===== config.mk =====
export PLATFORM = sky130hd
export DESIGN_NAME = ex_top
export DESIGN_NICKNAME = d
export VERILOG_FILES = /design/src/rtl/rv_isa_pkg.sv /design/src/rtl/ex_pipe_pkg.sv /design/src/rtl/id_ex_if.sv /design/src/rtl/ex_alu.sv /design/src/rtl/ex_mult.sv /design/src/rtl/ex_decoder.sv /design/src/rtl/ex_stage.sv /design/src/rtl/ex_wb_reg.sv /design/src/rtl/ex_top.sv
export VERILOG_INCLUDE_DIRS = /design/src /design/src/rtl
export SDC_FILE = /design/constraint.sdc
export NUM_CORES = 2
export LEC_CHECK = 0
export BUFFER_PORTS_ARGS = -buffer_cell sky130_fd_sc_hd__buf_4
export CORE_AREA = 2 2 484 294
export DETAILED_ROUTE_END_ITERATION = 7
export DIE_AREA = 0 0 486 296
export PLACE_DENSITY = 0.5
export SETUP_SLACK_MARGIN = 0.2
export SLEW_MARGIN = 5
export SYNTH_ARGS = -nofsm -noshare
export SYNTH_HDL_FRONTEND = slang
export SYNTH_SLANG_ARGS = --single-unit

===== constraint.sdc =====
create_clock -name clk -period 13.6 [get_ports clk]
set_clock_uncertainty 0.2 [all_clocks]
set_input_delay 0 -clock clk [delete_from_list [all_inputs] [get_ports clk]]
set_output_delay 0 -clock clk [all_outputs]
set_load 0.01 [all_outputs]

===== src/rtl/ex_params.svh =====
// Width macros for the execute subsystem
// Data word, register index and ALU op encoding
`ifndef EX_PARAMS_SVH
`define EX_PARAMS_SVH

// Data path width
`define EX_XLEN 32

// Register file index width
`define EX_RADDR_W 5

// ALU operator encoding width
`define EX_ALU_OP_W 4

`endif


===== src/rtl/rv_isa_pkg.sv =====
// RV32 instruction encoding: field types, opcodes and funct values
`default_nettype none

package rv_isa_pkg;

  // Instruction field types
  typedef logic [6:0] opcode_t;
  typedef logic [2:0] funct3_t;
  typedef logic [6:0] funct7_t;

  // Major opcodes used by this subset
  localparam opcode_t OPC_OP     = 7'b0110011;
  localparam opcode_t OPC_OP_IMM = 7'b0010011;
  localparam opcode_t OPC_BRANCH = 7'b1100011;
  localparam opcode_t OPC_SYSTEM = 7'b1110011;

  // funct7 for base, alternate (SUB/SRA) and M extension
  localparam funct7_t F7_BASE   = 7'b0000000;
  localparam funct7_t F7_ALT    = 7'b0100000;
  localparam funct7_t F7_MULDIV = 7'b0000001;

  // CSRRS under SYSTEM
  localparam funct3_t F3_CSRRS = 3'b010;

endpackage

`default_nettype wire


===== src/rtl/ex_pipe_pkg.sv =====
// Pipeline data types: word, register index, ALU and multiplier modes
`default_nettype none

`include "ex_params.svh"

package ex_pipe_pkg;

  typedef logic [`EX_XLEN-1:0]    word_t;
  typedef logic [`EX_RADDR_W-1:0] reg_addr_t;

  // ALU ops; the last six are branch compares
  typedef enum logic [`EX_ALU_OP_W-1:0] {
    ADD, SUB, SLL, SLT, SLTU, XOR, SRL, SRA,
    OR, AND, EQ, NE, LT, GE, LTU, GEU
  } alu_op_e;

  // Low word or high word with operand signedness
  typedef enum logic [1:0] {
    MULT_LO,
    MULT_HSS,
    MULT_HSU,
    MULT_HUU
  } mult_mode_e;

endpackage

`default_nettype wire


===== src/rtl/id_ex_if.sv =====
// Decode-to-execute bundle with decoder and execute modports
`default_nettype none

interface id_ex_if;
  import ex_pipe_pkg::*;

  // ALU controls and operands, operand_c is the branch target
  alu_op_e    alu_op;
  word_t      operand_a;
  word_t      operand_b;
  word_t      operand_c;

  // Multiplier
  logic       mult_en;
  mult_mode_e mult_mode;

  // Branch and CSR
  logic       branch;
  logic       csr_access;
  word_t      csr_rdata;

  // Register write-back
  logic       rf_we;
  reg_addr_t  rf_waddr;

  modport drv (
    output alu_op, operand_a, operand_b, operand_c,
    output mult_en, mult_mode, branch, csr_access, csr_rdata,
    output rf_we, rf_waddr
  );

  modport ex (
    input alu_op, operand_a, operand_b, operand_c,
    input mult_en, mult_mode, branch, csr_access, csr_rdata,
    input rf_we, rf_waddr
  );

endinterface

`default_nettype wire


===== src/rtl/ex_alu.sv =====
// ALU with shared adder, barrel shifter, logic ops and branch compare
`default_nettype none

`include "ex_params.svh"

module ex_alu (
  input  ex_pipe_pkg::alu_op_e operator_i,
  input  ex_pipe_pkg::word_t   operand_a_i,
  input  ex_pipe_pkg::word_t   operand_b_i,
  output ex_pipe_pkg::word_t   result_o,
  output logic                 cmp_result_o
);
  import ex_pipe_pkg::*;

  logic               sub;
  word_t              adder_b;
  logic [`EX_XLEN:0]  sum;
  logic               eq;
  logic               lt_s;
  logic               lt_u;
  logic [4:0]         shamt;
  logic [`EX_XLEN:0]  shr_in;
  logic [`EX_XLEN:0]  shr_res;

  //////////////////////////////////////////////////
  // Adder, also used as subtractor for compares
  //////////////////////////////////////////////////
  assign sub     = (operator_i != ADD);
  assign adder_b = sub ? ~operand_b_i : operand_b_i;
  assign sum     = {1'b0, operand_a_i} + {1'b0, adder_b} + {{`EX_XLEN{1'b0}}, sub};

  // Flags from the difference
  assign eq   = (sum[`EX_XLEN-1:0] == '0);
  // No carry out means a borrow, so a < b unsigned
  assign lt_u = ~sum[`EX_XLEN];
  assign lt_s = (operand_a_i[`EX_XLEN-1] ^ operand_b_i[`EX_XLEN-1]) ?
                operand_a_i[`EX_XLEN-1] : sum[`EX_XLEN-1];

  // Right shifter with a sign bit on top for SRA
  assign shamt   = operand_b_i[4:0];
  assign shr_in  = {(operator_i == SRA) & operand_a_i[`EX_XLEN-1], operand_a_i};
  assign shr_res = $signed(shr_in) >>> shamt;

  always_comb
  begin
    case (operator_i)
      EQ:         cmp_result_o = eq;
      NE:         cmp_result_o = ~eq;
      LT, SLT:    cmp_result_o = lt_s;
      GE:         cmp_result_o = ~lt_s;
      LTU, SLTU:  cmp_result_o = lt_u;
      GEU:        cmp_result_o = ~lt_u;
      default:    cmp_result_o = 1'b0;
    endcase
  end

  // Result select
  always_comb
  begin
    case (operator_i)
      ADD, SUB:  result_o = sum[`EX_XLEN-1:0];
      SLL:       result_o = operand_a_i << shamt;
      SRL, SRA:  result_o = shr_res[`EX_XLEN-1:0];
      XOR:       result_o = operand_a_i ^ operand_b_i;
      OR:        result_o = operand_a_i | operand_b_i;
      AND:       result_o = operand_a_i & operand_b_i;
      // Set-less-than and compares give 0 or 1
      default:   result_o = word_t'(cmp_result_o);
    endcase
  end

endmodule

`default_nettype wire


===== src/rtl/ex_mult.sv =====
// 32x32 multiplier, low word or high word under three signedness modes
`default_nettype none

`include "ex_params.svh"

module ex_mult (
  input  ex_pipe_pkg::mult_mode_e mode_i,
  input  ex_pipe_pkg::word_t      op_a_i,
  input  ex_pipe_pkg::word_t      op_b_i,
  output ex_pipe_pkg::word_t      result_o
);
  import ex_pipe_pkg::*;

  logic signed [`EX_XLEN:0]     a_ext;
  logic signed [`EX_XLEN:0]     b_ext;
  logic signed [2*`EX_XLEN+1:0] prod;

  // Operand a is signed for MULH and MULHSU
  assign a_ext = {((mode_i == MULT_HSS) || (mode_i == MULT_HSU)) & op_a_i[`EX_XLEN-1],
                  op_a_i};
  // Operand b is signed only for MULH
  assign b_ext = {(mode_i == MULT_HSS) & op_b_i[`EX_XLEN-1], op_b_i};

  // Signed 33x33 covers every mode; low word is mode independent
  assign prod = a_ext * b_ext;

  assign result_o = (mode_i == MULT_LO) ? prod[`EX_XLEN-1:0]
                                        : prod[2*`EX_XLEN-1:`EX_XLEN];

endmodule

`default_nettype wire


===== src/rtl/ex_decoder.sv =====
// Instruction decoder for the OP, OP-IMM, M, BRANCH and CSR read subset
`default_nettype none

`include "ex_params.svh"

module ex_decoder (
  input  logic [31:0]        instr_i,
  input  ex_pipe_pkg::word_t rs1_data_i,
  input  ex_pipe_pkg::word_t rs2_data_i,
  input  ex_pipe_pkg::word_t pc_i,
  input  ex_pipe_pkg::word_t csr_rdata_i,
  output logic               illegal_o,
  id_ex_if.drv               dec
);
  import rv_isa_pkg::*;
  import ex_pipe_pkg::*;

  opcode_t   opcode;
  funct3_t   funct3;
  funct7_t   funct7;
  reg_addr_t rd;
  reg_addr_t rs1;
  word_t     imm_i;
  word_t     imm_b;
  logic      illegal;
  logic      we;

  //////////////////////////////////////////////////
  // Field extraction
  //////////////////////////////////////////////////
  assign opcode = instr_i[6:0];
  assign rd     = instr_i[11:7];
  assign funct3 = instr_i[14:12];
  assign rs1    = instr_i[19:15];
  assign funct7 = instr_i[31:25];

  // Sign-extended immediates
  assign imm_i = {{(`EX_XLEN-12){instr_i[31]}}, instr_i[31:20]};
  assign imm_b = {{(`EX_XLEN-13){instr_i[31]}}, instr_i[31], instr_i[7],
                  instr_i[30:25], instr_i[11:8], 1'b0};

  //////////////////////////////////////////////////
  // Control decode
  //////////////////////////////////////////////////
  always_comb
  begin
    // Defaults describe a register-register ALU op
    dec.alu_op     = ADD;
    dec.operand_a  = rs1_data_i;
    dec.operand_b  = rs2_data_i;
    dec.operand_c  = pc_i + imm_b;
    dec.mult_mode  = MULT_LO;
    dec.csr_rdata  = csr_rdata_i;
    dec.rf_waddr   = rd;
    dec.mult_en    = 1'b0;
    dec.branch     = 1'b0;
    dec.csr_access = 1'b0;
    illegal        = 1'b0;
    we             = 1'b0;

    case (opcode)
      OPC_OP:
      begin
        if (funct7 == F7_MULDIV)
        begin
          // Division is not supported
          illegal     = funct3[2];
          dec.mult_en = 1'b1;
          we          = 1'b1;
          case (funct3[1:0])
            2'b00:   dec.mult_mode = MULT_LO;
            2'b01:   dec.mult_mode = MULT_HSS;
            2'b10:   dec.mult_mode = MULT_HSU;
            default: dec.mult_mode = MULT_HUU;
          endcase
        end
        else if (funct7 == F7_BASE ||
                 (funct7 == F7_ALT && (funct3 == 3'b000 || funct3 == 3'b101)))
        begin
          we = 1'b1;
          case (funct3)
            3'b000:  dec.alu_op = (funct7 == F7_ALT) ? SUB : ADD;
            3'b001:  dec.alu_op = SLL;
            3'b010:  dec.alu_op = SLT;
            3'b011:  dec.alu_op = SLTU;
            3'b100:  dec.alu_op = XOR;
            3'b101:  dec.alu_op = (funct7 == F7_ALT) ? SRA : SRL;
            3'b110:  dec.alu_op = OR;
            default: dec.alu_op = AND;
          endcase
        end
        else
          illegal = 1'b1;
      end

      OPC_OP_IMM:
      begin
        we            = 1'b1;
        dec.operand_b = imm_i;
        case (funct3)
          3'b000:  dec.alu_op = ADD;
          3'b010:  dec.alu_op = SLT;
          3'b011:  dec.alu_op = SLTU;
          3'b100:  dec.alu_op = XOR;
          3'b110:  dec.alu_op = OR;
          3'b111:  dec.alu_op = AND;
          3'b001:
          begin
            // Shift amount only, upper bits must be zero
            dec.operand_b = word_t'(instr_i[24:20]);
            dec.alu_op    = SLL;
            illegal       = (funct7 != F7_BASE);
          end
          default:
          begin
            dec.operand_b = word_t'(instr_i[24:20]);
            dec.alu_op    = (funct7 == F7_ALT) ? SRA : SRL;
            illegal       = (funct7 != F7_BASE) && (funct7 != F7_ALT);
          end
        endcase
      end

      OPC_BRANCH:
      begin
        dec.branch = 1'b1;
        case (funct3)
          3'b000:  dec.alu_op = EQ;
          3'b001:  dec.alu_op = NE;
          3'b100:  dec.alu_op = LT;
          3'b101:  dec.alu_op = GE;
          3'b110:  dec.alu_op = LTU;
          3'b111:  dec.alu_op = GEU;
          default: illegal = 1'b1;
        endcase
      end

      OPC_SYSTEM:
      begin
        // Only a pure CSR read (CSRRS rd, csr, x0)
        if (funct3 == F3_CSRRS && rs1 == '0)
        begin
          dec.csr_access = 1'b1;
          we             = 1'b1;
        end
        else
          illegal = 1'b1;
      end

      default: illegal = 1'b1;
    endcase

    // Illegal encodings must have no side effect
    if (illegal)
    begin
      dec.mult_en    = 1'b0;
      dec.branch     = 1'b0;
      dec.csr_access = 1'b0;
      we             = 1'b0;
    end

    // x0 is never written
    dec.rf_we = we && (rd != '0);
  end

  assign illegal_o = illegal;

endmodule

`default_nettype wire


===== src/rtl/ex_stage.sv =====
// Execute stage: ALU, multiplier, result mux, branch and ready logic
`default_nettype none

module ex_stage (
  input  logic                    clk,
  input  logic                    rst_n,
  input  logic                    wb_ready_i,
  id_ex_if.ex                     id,
  output logic                    fw_we_o,
  output ex_pipe_pkg::reg_addr_t  fw_waddr_o,
  output ex_pipe_pkg::word_t      fw_wdata_o,
  output logic                    branch_decision_o,
  output ex_pipe_pkg::word_t      jump_target_o,
  output logic                    ex_ready_o,
  output logic                    ex_valid_o
);
  import ex_pipe_pkg::*;

  word_t alu_result;
  logic  alu_cmp_result;
  word_t mult_result;

  //////////////////////////////////////////////////
  // Functional units
  //////////////////////////////////////////////////
  ex_alu alu_i (
    .operator_i   (id.alu_op),
    .operand_a_i  (id.operand_a),
    .operand_b_i  (id.operand_b),
    .result_o     (alu_result),
    .cmp_result_o (alu_cmp_result)
  );

  ex_mult mult_i (
    .mode_i   (id.mult_mode),
    .op_a_i   (id.operand_a),
    .op_b_i   (id.operand_b),
    .result_o (mult_result)
  );

  // Forwarding bus, CSR wins over multiplier over ALU
  always_comb
  begin
    fw_wdata_o = alu_result;
    if (id.mult_en)
      fw_wdata_o = mult_result;
    if (id.csr_access)
      fw_wdata_o = id.csr_rdata;
  end

  assign fw_we_o    = id.rf_we;
  assign fw_waddr_o = id.rf_waddr;

  // Branch outcome and target
  assign branch_decision_o = id.branch & alu_cmp_result;
  assign jump_target_o     = id.operand_c;

  // Branches never write back, so they proceed under back-pressure
  assign ex_ready_o = wb_ready_i | id.branch;
  assign ex_valid_o = ex_ready_o;

  // Decoder must never select two result sources at once
  a_one_source: assert property (@(posedge clk) disable iff (!rst_n)
    !(id.mult_en && id.csr_access));

endmodule

`default_nettype wire


===== src/rtl/ex_wb_reg.sv =====
// EX/WB pipeline register with load, flush and hold
`default_nettype none

module ex_wb_reg (
  input  logic                   clk,
  input  logic                   rst_n,
  input  logic                   ex_valid_i,
  input  logic                   wb_ready_i,
  input  logic                   we_i,
  input  ex_pipe_pkg::reg_addr_t waddr_i,
  input  ex_pipe_pkg::word_t     wdata_i,
  output logic                   wb_we_o,
  output ex_pipe_pkg::reg_addr_t wb_waddr_o,
  output ex_pipe_pkg::word_t     wb_wdata_o
);

  always_ff @(posedge clk or negedge rst_n)
  begin
    if (!rst_n)
    begin
      wb_we_o    <= 1'b0;
      wb_waddr_o <= '0;
      wb_wdata_o <= '0;
    end
    else if (ex_valid_i)
    begin
      wb_we_o    <= we_i;
      wb_waddr_o <= waddr_i;
      wb_wdata_o <= wdata_i;
    end
    else if (wb_ready_i)
      // Nothing new, so drop the write
      wb_we_o <= 1'b0;
  end

  //////////////////////////////////////////////////
  // Checks
  //////////////////////////////////////////////////
  // x0 writes are filtered upstream in the decoder
  a_no_x0_write: assert property (@(posedge clk) disable iff (!rst_n)
    wb_we_o |-> (wb_waddr_o != '0));

  // Stalled cycle keeps the write-back outputs
  a_hold: assert property (@(posedge clk) disable iff (!rst_n)
    (!ex_valid_i && !wb_ready_i) |=>
      ($stable(wb_we_o) && $stable(wb_waddr_o) && $stable(wb_wdata_o)));

endmodule

`default_nettype wire


===== src/rtl/ex_top.sv =====
// Execute subsystem top: decoder, execute stage and EX/WB register
`default_nettype none

module ex_top (
  input  logic                   clk,
  input  logic                   rst_n,
  input  logic [31:0]            instr_i,
  input  ex_pipe_pkg::word_t     rs1_data_i,
  input  ex_pipe_pkg::word_t     rs2_data_i,
  input  ex_pipe_pkg::word_t     pc_i,
  input  ex_pipe_pkg::word_t     csr_rdata_i,
  input  logic                   wb_ready_i,
  output logic                   fw_we_o,
  output ex_pipe_pkg::reg_addr_t fw_waddr_o,
  output ex_pipe_pkg::word_t     fw_wdata_o,
  output logic                   branch_decision_o,
  output ex_pipe_pkg::word_t     jump_target_o,
  output logic                   illegal_o,
  output logic                   ex_ready_o,
  output logic                   wb_we_o,
  output ex_pipe_pkg::reg_addr_t wb_waddr_o,
  output ex_pipe_pkg::word_t     wb_wdata_o
);

  logic ex_valid;

  // Decoded instruction bundle
  id_ex_if id_ex ();

  ex_decoder decoder_i (
    .instr_i     (instr_i),
    .rs1_data_i  (rs1_data_i),
    .rs2_data_i  (rs2_data_i),
    .pc_i        (pc_i),
    .csr_rdata_i (csr_rdata_i),
    .illegal_o   (illegal_o),
    .dec         (id_ex.drv)
  );

  ex_stage ex_stage_i (
    .clk               (clk),
    .rst_n             (rst_n),
    .wb_ready_i        (wb_ready_i),
    .id                (id_ex.ex),
    .fw_we_o           (fw_we_o),
    .fw_waddr_o        (fw_waddr_o),
    .fw_wdata_o        (fw_wdata_o),
    .branch_decision_o (branch_decision_o),
    .jump_target_o     (jump_target_o),
    .ex_ready_o        (ex_ready_o),
    .ex_valid_o        (ex_valid)
  );

  // Write-back register fed from the forwarding bus
  ex_wb_reg wb_reg_i (
    .clk        (clk),
    .rst_n      (rst_n),
    .ex_valid_i (ex_valid),
    .wb_ready_i (wb_ready_i),
    .we_i       (fw_we_o),
    .waddr_i    (fw_waddr_o),
    .wdata_i    (fw_wdata_o),
    .wb_we_o    (wb_we_o),
    .wb_waddr_o (wb_waddr_o),
    .wb_wdata_o (wb_wdata_o)
  );

endmodule

`default_nettype wire


==> results.py <==
metrics = {
    "setup_path": {
        "path_max_fanout": 21,
        "cp.required_ns": 13.56,
        "worstSetupPathType": "in -> reg",
        "crit_slowest_cell": "fa_1",
        "worstRegToRegCells": 3,
        "r2r_end": "wb_reg_i.wb_wdata_o[0]",
        "slowest_delay_ns": 1.16,
        "crit_arrival_ns": 12.81,
        "crit_path_frequent_cell": "fa_1",
        "r2r_start": "wb_reg_i.wb_wdata_o[0]",
        "endpoint_kind": "register",
        "r2r_slack_ns": 12.08,
        "critPathLaunchType": "primary input",
    },
    "synth": {
        "async_flop_share_pct": 100,
        "synthSimpleGateAreaFrac_pct": 15.0,
        "synthCells": 5859,
        "yosys.area.top_type": "fa_1",
        "synth-edff-count": 0,
        "syn_area_mm2": 0.0484,
        "seq_area_frac_synth_pct": 1.96,
        "synth_fa_ha_area_share_pct": 55.4,
        "synthFlopType": "dfrtp_1",
        "synth_top_family_by_area": "adder cells",
        "ys_types": 91,
        "yosysTopAreaCellShare_pct": 46.6,
        "synth_seq_cells": 38,
        "synth_xor_area_share_pct": 2.89,
        "yosysWarnings": 0,
        "synthMuxAreaShare_pct": 1.68,
        "yosys-top-cells-area": "fa_1, inv_1, ha_1, nand2_1, nor2_1",
        "synth_nets": 7489,
        "avgSynthCellArea_um2": 8.26,
        "synth-compound-area-share_pct": 10.8,
    },
    "route": {
        "vias": 43900,
        "wl_met1_mm": 109,
        "met3_length_mm": 39.8,
        "top_layer": "met5",
        "wl_per_cell_um": 30.9,
        "avgViaCountPerCell": 5.61,
        "route.met2.wl_mm": 85.9,
        "drt_iter0_markers": 5667,
        "antenna_left": 0,
        "firstDrtPassIters": 6,
        "drc_errors": 0,
        "routed_wl_mm": 241,
    },
    "placed_design": {
        "place_ws_ns": 1.35,
        "dp_hpwl_mm": 194,
        "numPortBuffers": 271,
        "gp_congestion": 1.05,
    },
    "clocking": {
        "cts_buffers": 5,
        "clockBufferDepth": 2,
        "htree_levels": 2,
        "clk_latency_ns": 0.28,
        "cts_tree": "done",
        "cts_setup_buffers": 0,
        "cts_root_buffer": "clkbuf_16",
        "cts_resized": 0,
        "hold_buffers": 48,
        "clk_pin_slew_ns": 0.06,
        "cts.sinks": 38,
    },
    "global_route": {
        "track_usage_pct": 33.5,
        "grt_max_degree": 64,
        "antenna_found_initial": 17,
        "grt_pass1_wl_mm": 340,
        "grt_pass1_vias": 43700,
        "overflow": 0,
    },
    "hold_path": {
        "min-delay-path-class": "in -> reg",
        "min_delay_path_depth": 4,
        "hold_end": "wb_reg_i.wb_wdata_o[14]",
        "min_from": "csr_rdata_i[14]",
    },
    "layout": {
        "areaGrowthSynthToFinish_pct": 9.71,
        "nets": 7595,
        "final_common_cell": "inv_1",
        "drive_gt1_share_pct": 8.11,
        "final_cell_mix": "inv_1, fa_1, nand2_1",
        "n_fill_cell": 14700,
        "final_core_util_pct": 37.9,
    },
    "sta": {
        "timing.hold.ws_ns": 0.0237,
        "grt_setup_unrepaired": "false",
        "slew_viol_final": 0,
        "period_share_pct": 94.4,
        "tightest_slew_ns": 1.41,
        "fin_crit_ns": 12.84,
        "fin_tns_setup_ns": 0,
        "fmax_mhz": 77.9,
        "max-slew-margin-rel_pct": 5.50,
        "final.setup.worst_slack_ns": 0.756,
        "setup_viol": 0,
        "hold_violations": 0,
    },
    "floorplanning": {
        "row_count": 107,
        "io-pin-count": 274,
        "start_util_pct": 34.5,
        "core_mm2": 0.140,
        "die_h_um": 296,
        "fp.dieW_um": 486,
        "die-area_mm2": 0.144,
    },
    "job": {
        "max_cap_violations": 0,
    },
    "run_status": {
        "status": "completed",
    },
}
-- layer usage --
layer	vias up	GRT usage (%)
met5	-	0
met4	16	7.06
met3	288	15.8
met2	2895	42.1
met1	22500	50.5
li1	18200	-
-- worst max-delay path, delay by kind of cell --
family	cells	cell delay, ns
buffers and inverters	11	2.54
adder cells (fa/ha/maj)	9	5.44
AND/OR/NAND/NOR	6	1.78
AO/OA/AOI/OAI	11	2.87
XOR/XNOR	1	0.13
-- through the flow --
stage	instances	area (um^2)
4_1_cts	7818	53100
2_1_floorplan	5859	48400
3_3_place_gp	7762	52400
6_report	7821	53100
5_1_grt	7820	53100
3_5_place_dp	7762	52400
-- Yosys cell counts, drive strengths merged (23+ instances only) --
master,instances
a211oi,69
clkbuf,275
fa,1127
dfrtp,38
nor3,124
o21bai,23
a31oi,44
xor2,41
xnor2,118
o31ai,32
nand3,39
ha,340
nand2,937
mux2i,53
o21a,40
and3,34
buf,58
nor2,488
a21oi,236
o21ai,136
mux2,23
a21o,62
inv,1222
-- flip-flops by register name, indices dropped and copies added, names as in the netlist --
name                 cells
wb_reg_i.wb_we_o         1
wb_reg_i.wb_waddr_o      5
wb_reg_i.wb_wdata_o     32
-- worst max path at each step --
stage                from                       to  slack, ns  cells after the start
2_1_floorplan  instr_i[2]  wb_reg_i.wb_wdata_o[26]       3.88                     35
5_1_grt        instr_i[2]  wb_reg_i.wb_wdata_o[30]       0.41                     39
3_5_place_dp   instr_i[2]  wb_reg_i.wb_wdata_o[30]       1.35                     37
4_1_cts        instr_i[2]  wb_reg_i.wb_wdata_o[30]       1.08                     38
6_report       instr_i[2]  wb_reg_i.wb_wdata_o[30]       0.76                     38
3_3_place_gp   instr_i[2]  wb_reg_i.wb_wdata_o[30]       1.49                     38
-- cells by family (layout without fill, tap and decap cells) --
family / count (synthesis) / after routing
flip-flops: 38 / 38
AND/OR/NAND/NOR: 1747 / 1747
multiplexers: 77 / 77
adder cells (fa/ha/maj): 1467 / 1467
AO/OA/AOI/OAI: 794 / 794
other: 0 / 2
XOR/XNOR: 159 / 159
buffers and inverters: 1577 / 1684
-- layout make-up --
type                    count  area, um^2  area share (%)
flip-flops and latches     38         951            1.79
well taps                1853        2320            4.37
repair buffers            432        3360            6.33
clock inverters             3        68.8           0.130
clock buffers               5         125           0.236
multi-input cells        4244       41600            78.3
diodes                      2        5.00         0.00942
inverters                1244        4670            8.79
Power is left out: the tool's default activity adds up to more than one toggle a clock period on the data nets, which glitch-free logic cannot reach.
